--- src/fpPkg.sv ---
// Single-precision format widths, exponent bias and leading-zero counter.
`default_nettype none

package fpPkg;

    localparam int expWidth = 8;                   // Exponent field.
    localparam int manWidth = 23;                  // Stored fraction.
    localparam int sigWidth = manWidth + 1;        // Fraction plus hidden one.
    localparam int extWidth = sigWidth + 3;        // Guard, round and sticky appended.
    localparam int sumWidth = extWidth + 1;        // One carry bit on top.
    localparam int expBias = 127;

    // Leading zeros of the adder output; an all-zero vector gives sumWidth.
    function automatic logic [4:0] countLeadingZeros(input logic [sumWidth-1:0] value);
        logic [4:0] count;
        logic found;
        count = 5'(sumWidth);
        found = 1'b0;
        for (int i = sumWidth - 1; i >= 0; i--)
        begin
            if (!found && value[i])
            begin
                count = 5'(sumWidth - 1 - i);
                found = 1'b1;
            end
        end
        return count;
    endfunction

endpackage

`default_nettype wire

--- src/fpBus.sv ---
// Interface for the align and sum stage boundaries, with one modport per stage.
`timescale 1ns/1ps
`default_nettype none

interface fpBus;
    import fpPkg::*;

    // Aligned operands, larger magnitude in A.
    logic                alignValid;
    logic                alignSignA;
    logic                alignSignB;
    logic                alignSubtract;
    logic [expWidth-1:0] alignExponent;
    logic [extWidth-1:0] alignMantA;
    logic [extWidth-1:0] alignMantB;

    // Raw sum before renormalisation.
    logic                sumValid;
    logic                sumSign;
    logic [expWidth-1:0] sumExponent;
    logic [sumWidth-1:0] sumMagnitude;

    modport align (
        output alignValid, alignSignA, alignSignB, alignSubtract,
        output alignExponent, alignMantA, alignMantB
    );

    modport adder (
        input  alignValid, alignSignA, alignSignB, alignSubtract,
        input  alignExponent, alignMantA, alignMantB,
        output sumValid, sumSign, sumExponent, sumMagnitude
    );

    modport normal (
        input sumValid, sumSign, sumExponent, sumMagnitude
    );

endinterface

`default_nettype wire

--- src/fpAddSub.sv ---
// Stage 2: effective operation and extended significand add or subtract.
`timescale 1ns/1ps
`default_nettype none

module fpAddSub (
    input  wire logic clk,
    input  wire logic arstN,
    fpBus.adder       bus
);
    import fpPkg::*;

    logic                effSubtract;
    logic [sumWidth-1:0] mantA;
    logic [sumWidth-1:0] mantB;
    logic [sumWidth-1:0] magnitude;

    always_comb
    begin
        // Signs differ once B carries the requested operation.
        effSubtract = bus.alignSignA ^ (bus.alignSignB ^ bus.alignSubtract);

        mantA = {1'b0, bus.alignMantA};
        mantB = {1'b0, bus.alignMantB};

        // A holds the larger magnitude, so the difference stays positive.
        if (effSubtract)
        begin
            magnitude = mantA - mantB;
        end
        else
        begin
            magnitude = mantA + mantB;                  // Carry lands in the top bit.
        end
    end

    always_ff @(posedge clk or negedge arstN)
    begin
        if (!arstN)
        begin
            bus.sumValid     <= 1'b0;
            bus.sumSign      <= 1'b0;
            bus.sumExponent  <= '0;
            bus.sumMagnitude <= '0;
        end
        else
        begin
            bus.sumValid     <= bus.alignValid;
            bus.sumSign      <= bus.alignSignA;
            bus.sumExponent  <= bus.alignExponent;
            bus.sumMagnitude <= magnitude;
        end
    end

endmodule

`default_nettype wire

--- src/fpAdder.sv ---
// Top level of the three-stage single-precision adder/subtractor.
`timescale 1ns/1ps
`default_nettype none

module fpAdder (
    input  wire logic                                    clk,
    input  wire logic                                    arstN,
    input  wire logic                                    inValid,
    input  wire logic [fpPkg::expWidth+fpPkg::manWidth:0] opA,
    input  wire logic [fpPkg::expWidth+fpPkg::manWidth:0] opB,
    input  wire logic                                    subtract,
    output logic                                         outValid,
    output logic [fpPkg::expWidth+fpPkg::manWidth:0]     result
);

    fpBus stageBus ();                                  // Both stage boundaries.

    fpAlign fpAlign_i (
        .clk      (clk),
        .arstN    (arstN),
        .inValid  (inValid),
        .opA      (opA),
        .opB      (opB),
        .subtract (subtract),
        .bus      (stageBus.align)
    );

    fpAddSub fpAddSub_i (
        .clk   (clk),
        .arstN (arstN),
        .bus   (stageBus.adder)
    );

    fpNormalize fpNormalize_i (
        .clk      (clk),
        .arstN    (arstN),
        .bus      (stageBus.normal),
        .outValid (outValid),
        .result   (result)
    );

endmodule

`default_nettype wire

--- src/fpAlign.sv ---
// Stage 1: unpack, order by magnitude, align the smaller operand with sticky.
`timescale 1ns/1ps
`default_nettype none

module fpAlign (
    input  wire logic                                   clk,
    input  wire logic                                   arstN,
    input  wire logic                                   inValid,
    input  wire logic [fpPkg::expWidth+fpPkg::manWidth:0] opA,
    input  wire logic [fpPkg::expWidth+fpPkg::manWidth:0] opB,
    input  wire logic                                   subtract,
    fpBus.align                                         bus
);
    import fpPkg::*;

    localparam int magTop = expWidth + manWidth - 1;   // Top bit below the sign.

    logic                         swap;
    logic                         flipSign;
    logic [expWidth+manWidth:0]   largeOp;
    logic [expWidth+manWidth:0]   smallOp;
    logic [sigWidth-1:0]          largeSig;
    logic [sigWidth-1:0]          smallSig;
    logic [expWidth-1:0]          expDiff;
    logic [4:0]                   shiftAmt;
    logic [2*extWidth-1:0]        shiftedWide;

    always_comb
    begin
        swap    = opB[magTop:0] > opA[magTop:0];        // Exponent then fraction.
        largeOp = swap ? opB : opA;
        smallOp = swap ? opA : opB;

        // Zero exponent field means zero.
        largeSig = (largeOp[magTop:manWidth] != '0) ? {1'b1, largeOp[manWidth-1:0]} : '0;
        smallSig = (smallOp[magTop:manWidth] != '0) ? {1'b1, smallOp[manWidth-1:0]} : '0;

        expDiff  = largeOp[magTop:manWidth] - smallOp[magTop:manWidth];
        shiftAmt = (expDiff > expWidth'(extWidth)) ? 5'(extWidth) : expDiff[4:0];

        // Lower half collects every bit shifted past the round position.
        shiftedWide = {smallSig, {(2*extWidth-sigWidth){1'b0}}} >> shiftAmt;

        // A swapped subtraction is -(B - A), so the flip moves to A.
        flipSign = swap & subtract;
    end

    always_ff @(posedge clk or negedge arstN)
    begin
        if (!arstN)
        begin
            bus.alignValid    <= 1'b0;
            bus.alignSignA    <= 1'b0;
            bus.alignSignB    <= 1'b0;
            bus.alignSubtract <= 1'b0;
            bus.alignExponent <= '0;
            bus.alignMantA    <= '0;
            bus.alignMantB    <= '0;
        end
        else
        begin
            bus.alignValid    <= inValid;
            bus.alignSignA    <= largeOp[expWidth+manWidth] ^ flipSign;
            bus.alignSignB    <= smallOp[expWidth+manWidth] ^ flipSign;
            bus.alignSubtract <= subtract;
            bus.alignExponent <= largeOp[magTop:manWidth];
            bus.alignMantA    <= {largeSig, {(extWidth-sigWidth){1'b0}}};
            bus.alignMantB    <= {shiftedWide[2*extWidth-1:extWidth+1],
                                  shiftedWide[extWidth] | (|shiftedWide[extWidth-1:0])};
        end
    end

endmodule

`default_nettype wire

--- src/fpNormalize.sv ---
// Stage 3: renormalise, round to nearest even and repack the result.
`timescale 1ns/1ps
`default_nettype none

module fpNormalize (
    input  wire logic                                    clk,
    input  wire logic                                    arstN,
    fpBus.normal                                         bus,
    output logic                                         outValid,
    output logic [fpPkg::expWidth+fpPkg::manWidth:0]     result
);
    import fpPkg::*;

    localparam int lsbPos = sumWidth - sigWidth;        // Lowest kept fraction bit.

    logic [4:0]             shiftAmount;
    logic [sumWidth-1:0]    shiftedMantissa;
    logic [expWidth-1:0]    shiftedExponent;
    logic                   guardBit;
    logic                   roundBit;
    logic                   stickyBit;
    logic                   roundUp;
    logic [sigWidth:0]      roundedMantissa;
    logic [expWidth-1:0]    finalExponent;
    logic [expWidth+manWidth:0] packedResult;

    always_comb
    begin
        // Hidden one ends up in the carry position; a carry needs no shift.
        shiftAmount     = countLeadingZeros(bus.sumMagnitude);
        shiftedMantissa = bus.sumMagnitude << shiftAmount;
        shiftedExponent = bus.sumExponent + expWidth'(1) - expWidth'(shiftAmount);

        guardBit  = shiftedMantissa[lsbPos-1];
        roundBit  = shiftedMantissa[lsbPos-2];
        stickyBit = |shiftedMantissa[lsbPos-3:0];       // Carry case folds bit 0 in here.

        // Ties go to an even lowest bit.
        roundUp = guardBit & (roundBit | stickyBit | shiftedMantissa[lsbPos]);

        roundedMantissa = {1'b0, shiftedMantissa[sumWidth-1:lsbPos]} + (sigWidth+1)'(roundUp);

        // Overflowing the significand leaves a zero fraction.
        finalExponent = shiftedExponent + expWidth'(roundedMantissa[sigWidth]);

        if (bus.sumMagnitude == '0)
        begin
            packedResult = '0;                          // Exact zero is +0.
        end
        else
        begin
            packedResult = {bus.sumSign, finalExponent, roundedMantissa[manWidth-1:0]};
        end
    end

    always_ff @(posedge clk or negedge arstN)
    begin
        if (!arstN)
        begin
            outValid <= 1'b0;
            result   <= '0;
        end
        else
        begin
            outValid <= bus.sumValid;
            result   <= packedResult;
        end
    end

endmodule

`default_nettype wire

--- config.mk ---
export PLATFORM = sky130hd
export DESIGN_NAME = fpAdder
export DESIGN_NICKNAME = d
export VERILOG_FILES = /design/src/fpPkg.sv /design/src/fpBus.sv /design/src/fpAddSub.sv /design/src/fpAdder.sv /design/src/fpAlign.sv /design/src/fpNormalize.sv
export SDC_FILE = /design/constraint.sdc
export NUM_CORES = 1
export LEC_CHECK = 0
export BUFFER_PORTS_ARGS = -buffer_cell sky130_fd_sc_hd__buf_2
export CAP_MARGIN = 0
export CORE_AREA = 3 3 205 207
export CTS_CLUSTER_SIZE = 10
export DETAILED_ROUTE_END_ITERATION = 6
export DIE_AREA = 0 0 208 210
export PLACE_DENSITY = 0.56
export SYNTH_ARGS = -nofsm -noshare
export SYNTH_HDL_FRONTEND = slang
export SYNTH_SLANG_ARGS = --single-unit
--- constraint.sdc ---
create_clock -name clk -period 7.6 [get_ports clk]
set_clock_uncertainty 0.15 [all_clocks]
set_input_delay 1.9 -clock clk [delete_from_list [all_inputs] [get_ports clk]]
set_output_delay 1.9 -clock clk [all_outputs]
set_load 0.02 [all_outputs]
# Word level (Yosys, flattened, before mapping)
# Cells that the tools add are included.
# word_totals
ff_bits	134
in_bits	68
out_inout_bits	33
word_cells	154
# op_classes
n_addsub	7
magnitude_cmp	2
shift	2
muxes	62
bitwise_logic	9
reduce_logical	59
# ops
op	count
$mux W5	29
$mux W32	3
$shr A54 B5 Y54	1
$mux W24	2
$gt A31 B31 Y1	1
$add A27 B27 Y28	1
$logic_not A28 Y1	1
$mux W28	1
$shl A28 B5 Y28	1
$sub A27 B27 Y28	1
$logic_and A1 B1 Y1	27
$logic_not A1 Y1	27
$mux W1	27
$reduce_or A27 Y1	1
$add A24 B1 Y25	1
$reduce_bool A8 Y1	2
$add A8 B1 Y8	1
$add A8 B1 Y8 const B	1
$gt A8 B5 Y1 const B	1
$sub A8 B5 Y8	1
$sub A8 B8 Y8	1
$xor A1 B1 Y1	4
$or A1 B1 Y1	3
$and A1 B1 Y1	2
$reduce_or A2 Y1	1

# Logic depth before layout (Yosys ltp)
# logic_depth
word_depth	90
ltp_mapped	34
depth_no_buf	27

# By module
# From an unflattened synthesis, not the netlist that was laid out.
# hier_totals
cells_unflattened	1589
hier_area_um2	12568.3
# modules_own_cells
mod	instances	cells_each	area_each_um2	seq_area_each_um2
fpAlign	1	837	6207.2	1576.5
fpNormalize	1	440	3494.6	825.8
fpAddSub	1	312	2866.5	950.9

# Worst setup path before layout
# OpenSTA, ideal clock, no wires.
# synth_timing
kind	input-to-reg
from	input port opA[23] in the netlist's numbering
to	register fpAlign_i.bus.alignMantB[0]
setup_ps	124
arrival_ps	8132
required_ps	7326
slack_ps	-806
cell_stages	31
n_path_buf	9
path_cell_list	inv_1 ha_1 buf_2 nand3_1 nor4_4 o211a_1 o41ai_2 a21boi_0 buf_2 buf_1 clkbuf_1 clkbuf_1 clkbuf_1 clkbuf_1 a21oi_1 ha_1 a21o_1 o211ai_1 nand3_1 nand4b_1 and3_1 buf_2 nand2_2 buf_4 mux2_2 a31o_2 a21oi_1 o221ai_1 nor4b_1 nand3_1 a211o_1
# synth_between
elab_chain_cells	8
elab_cells_between_ends	11
classes_between	1 x add/sub; 2 x order compare; 1 x shift; 4 x mux; 1 x bitwise; 2 x reduce/logical
# synth_rtl
element	line	rtl
start: declaration	fpAdder.sv:9	input wire logic [fpPkg::expWidth+fpPkg::manWidth:0] opA,
$gt A31 B31 Y1	fpAlign.sv:30	swap = opB[magTop:0] > opA[magTop:0];
$mux W32, on equally long branches	fpAlign.sv:31, fpAlign.sv:32	
$sub A8 B8 Y8	fpAlign.sv:38	expDiff = largeOp[magTop:manWidth] - smallOp[magTop:manWidth];
$gt A8 B5 Y1	fpAlign.sv:39	shiftAmt = (expDiff > expWidth'(extWidth)) ? 5'(extWidth) : expDiff[4:0];
$mux W5	fpAlign.sv:39	
$shr A54 B5 Y54 *	fpAlign.sv:42	shiftedWide = {smallSig, {(2*extWidth-sigWidth){1'b0}}} >> shiftAmt;
$reduce_or A27 Y1	fpAlign.sv:69	shiftedWide[extWidth] | (|shiftedWide[extWidth-1:0])};
$or A1 B1 Y1 *	fpAlign.sv:69	
end signal: assignment	fpAlign.sv:68	bus.alignMantB <= {shiftedWide[2*extWidth-1:extWidth+1],
end: declaration	fpBus.sv:25	output alignExponent, alignMantA, alignMantB
# Mark *: on every way between the ends. The rest lies on a longest branch, timed or not.

# Final worst setup path
# layout_timing
from	input port opA[12] in the netlist's numbering
to	register fpAlign_i.bus.alignMantB[0]
# The elaborated chain is that of the path after synthesis.

==> run summary <==
r2r worst-path depth: 25
clk slew on worst S/H paths: 0.06 ns
I/O pins: 101
Internal: 0.00230 W
fin nets: 1756
area of the core: 40600 sq um
cell taking the most area after synthesis: dfrtp_1
Fmax: 0.139 GHz
CP max-delay cell: o41ai_2
# DRC: 0
first-pass GRT wire length: 60100 um
hold buffer count at CTS: 0
number of max-cap violations: 0
Yosys reg bits: 134
Post-CTS Setup Bufs: 0
post-CTS sizing: 0
# fillers: 4260
site row count: 74
Pre-antenna DRT Iters: 6
Die Y: 210 um
peak supply drop: 0.118 mV
Overflow after GRT: 0
DR iter-0 viols: 811
slowest stage delay, CP: 0.89 ns
share of layout cells above drive strength 1: 16.6%
Synth area leaders: dfrtp_1 28%, ha_1 9.5%, mux2i_1 6.0%
Routed Antenna Nets: 0
critical path class: in -> reg
commonest non-fill, non-tap cell in the layout: nand2_1
Fin Hold WS: 0.198 ns
Min-Delay Startpoint: fpAlign_i.bus.alignValid
Hold EP: fpAddSub_i.bus.sumValid
Final setup violation count: 0
initial core utilization: 29.8%
number of synthesized flops with an enable pin: 0
status: finished clean
syn avg cell area: 8.09 sq um
Min-Delay Path Depth: 0
count of buffers from port buffering: 100
Leak: 6.29 nW
Synth Cell Area: 12100 sq um
async set or reset register ratio after synthesis: 100%
CP Cell Sequence: buf_2 > inv_1 > ha_1 > a21oi_1 > o21ai_0 > o41ai_2 > a21boi_4 > nor2_1 > a21oi_1 > ha_2 > a21o_1 > o211ai_1 > nand3_1 > nand4b_1 > nand3_2 > buf_4 > nor3_1 > a211oi_1 > a211oi_1 > o31ai_1 > o2111ai_1 > nor4b_1 > nand3_1 > a211o_1
antenna violations before repair: 3
Critical Path RT: 7.77 ns
Worst EP arrival: 7.35 ns
vias in the first global route: 11.0k
Post-Syn Instances: 1491
Rel. slew slack: 36.7%
end of the worst register-to-register path: fpNormalize_i.result[30]
Critical Path Fanout Max: 13
endpoint type of the worst setup path: flop
hpwl dp: 30600 um
Syn Nets: 1654
PwrDens: 305 nW/um^2
Clock Power Share: 18.3%
sequential share of power: 24.9%
Via Count: 11.4k
Die Wd: 208 um
RSZ-0062 raised after global routing: no
Clock Tree Root: clkbuf_16
sequential share of the synthesized area: 27.8%
WL/cell: 17.7 um
Total Wirelength: 37900 um
Setup TNS: 0 ns
slew at the pin with the worst max-slew slack: 0.939 ns
Worst Hold Class: reg -> reg
YS warnings: 0
Ant. Diodes: 0
dominant synthesized flop cell: dfrtp_1
CTS buffer count: 17
Clock Sinks: 134
r2r startpoint: fpAddSub_i.bus.sumMagnitude[26]
TritonCTS clock tree: yes
die area: 43700 sq um
Comb pwr share: 56.7%
most frequent cells in the layout: 167 x nand2_1, 141 x a21oi_1, 134 x dfrtp_1, 117 x nor2_1, 109 x inv_1
clk_lat worst skew: 0.43 ns
top-area cell type share of the netlist area: 27.8%
Psw: 0.00197 W
r2r setup slk: 0.57 ns
switching share of power: 46.1%
Unique masters post-synth: 101
final hold vios: 0
Layout area overhead: 15.9%
pin count of the biggest net entering global routing: 90
Slew Viols, Final: 0
WP buf/inv: 3
fin crit period: 7.18 ns
category of the worst setup path launch point: primary input
aggregate global-route resource usage: 16.9%
H-tree depth: 4
crit-path leading delay family: compound AO/OA/AOI/OAI gates
Longest Clk Path Bufs: 2
vias per std cell: 5.31
post-route clock period utilization: 94.5%
gpl congestion: 0.930
layout make-up:
type | count | area (sq um) | area share (%)
clock buffer | 17 | 425 | 3.04
tap | 532 | 666 | 4.76
sequential | 134 | 3350 | 24.0
clock inverter | 15 | 129 | 0.921
multi-input combinational | 1173 | 8050 | 57.6
timing repair buffer | 155 | 945 | 6.75
inverter | 112 | 420 | 3.01
metrics by stage:
step	cells	worst slack (ns)	util (%)	instance area (sq um)	total power, W
3_5_place_dp	2106	0.0823	33.1	13400	0.00349
6_report	2138	0.416	34.5	14000	0.00427
3_3_place_gp	2106	0.174	33.1	13400	0.00348
4_1_cts	2138	0.524	34.5	14000	0.00429
2_1_floorplan	1491	0.00729	-	12200	0.00280
5_1_grt	2138	0.0226	34.5	14000	0.00460
synthesized netlist by cell type, types with 13 or more instances:
cell type	count
a21o_1	18
a31oi_1	14
nand2_1	167
mux2_2	21
o22ai_1	15
or3_1	13
xor2_1	21
a21oi_1	143
dfrtp_1	134
a211oi_1	15
o31ai_1	13
nand2b_1	15
clkbuf_1	37
inv_1	109
nand3_1	26
ha_1	92
mux2i_1	72
and3_1	15
o21ai_0	86
nor2_1	117
xnor2_1	36
buf_2	19
nor3_1	49
cell families (layout without fill, tap and decap cells):
family	Yosys count	in the layout	share of synthesized area [%]
simple gates	498	498	20.6
compound gates	428	428	23.1
buf+inv	184	299	6.18
flops	134	134	27.8
fa+ha+maj	95	95	10.0
mux	94	94	8.06
xor+xnor	58	58	4.27
registers in the layout (all words and copies together) (netlist names), 8 cells and up:
signal / flops
fpAddSub_i.bus.sumExponent: 8
fpAlign_i.bus.alignExponent: 8
fpNormalize_i.result: 32
fpAddSub_i.bus.sumMagnitude: 28
fpAlign_i.bus.alignMantA: 24
fpAlign_i.bus.alignMantB: 27
power groups by stage:
stage | Clock (W) | Sequential (W) | Combinational (W)
final | 0.000783 | 0.00107 | 0.00242
after global routing | 0.000838 | 0.00109 | 0.00267
after CTS | 0.000806 | 0.00107 | 0.00242
after detailed placement | 0 | 0.00108 | 0.00241
after global placement | 0 | 0.00108 | 0.00240
after floorplan | 0 | 0.00115 | 0.00165
worst max path at each step:
stage,start,to,slack [ns],cells after the start
2_1_floorplan,opA[29],fpAlign_i.bus.alignMantB[0],0.007,32
3_3_place_gp,opA[28],fpAlign_i.bus.alignMantB[0],0.17,20
3_5_place_dp,opA[12],fpAlign_i.bus.alignMantB[0],0.08,24
4_1_cts,opA[12],fpAlign_i.bus.alignMantB[0],0.52,24
5_1_grt,opA[12],fpAlign_i.bus.alignMantB[0],0.02,25
6_report,opA[12],fpAlign_i.bus.alignMantB[0],0.42,24
metal layers:
layer	wire, um	vias up	global-route usage [%]	share of wire [%]
li1	-	5533	-	-
met1	17100	5350	22.1	45
met2	17600	380	28.6	46
met3	1710	87	2.14	4.5
met4	1450	0	6.86	3.8
met5	0	-	0	0
No activity file was read; power rests on OpenSTA's default activity.
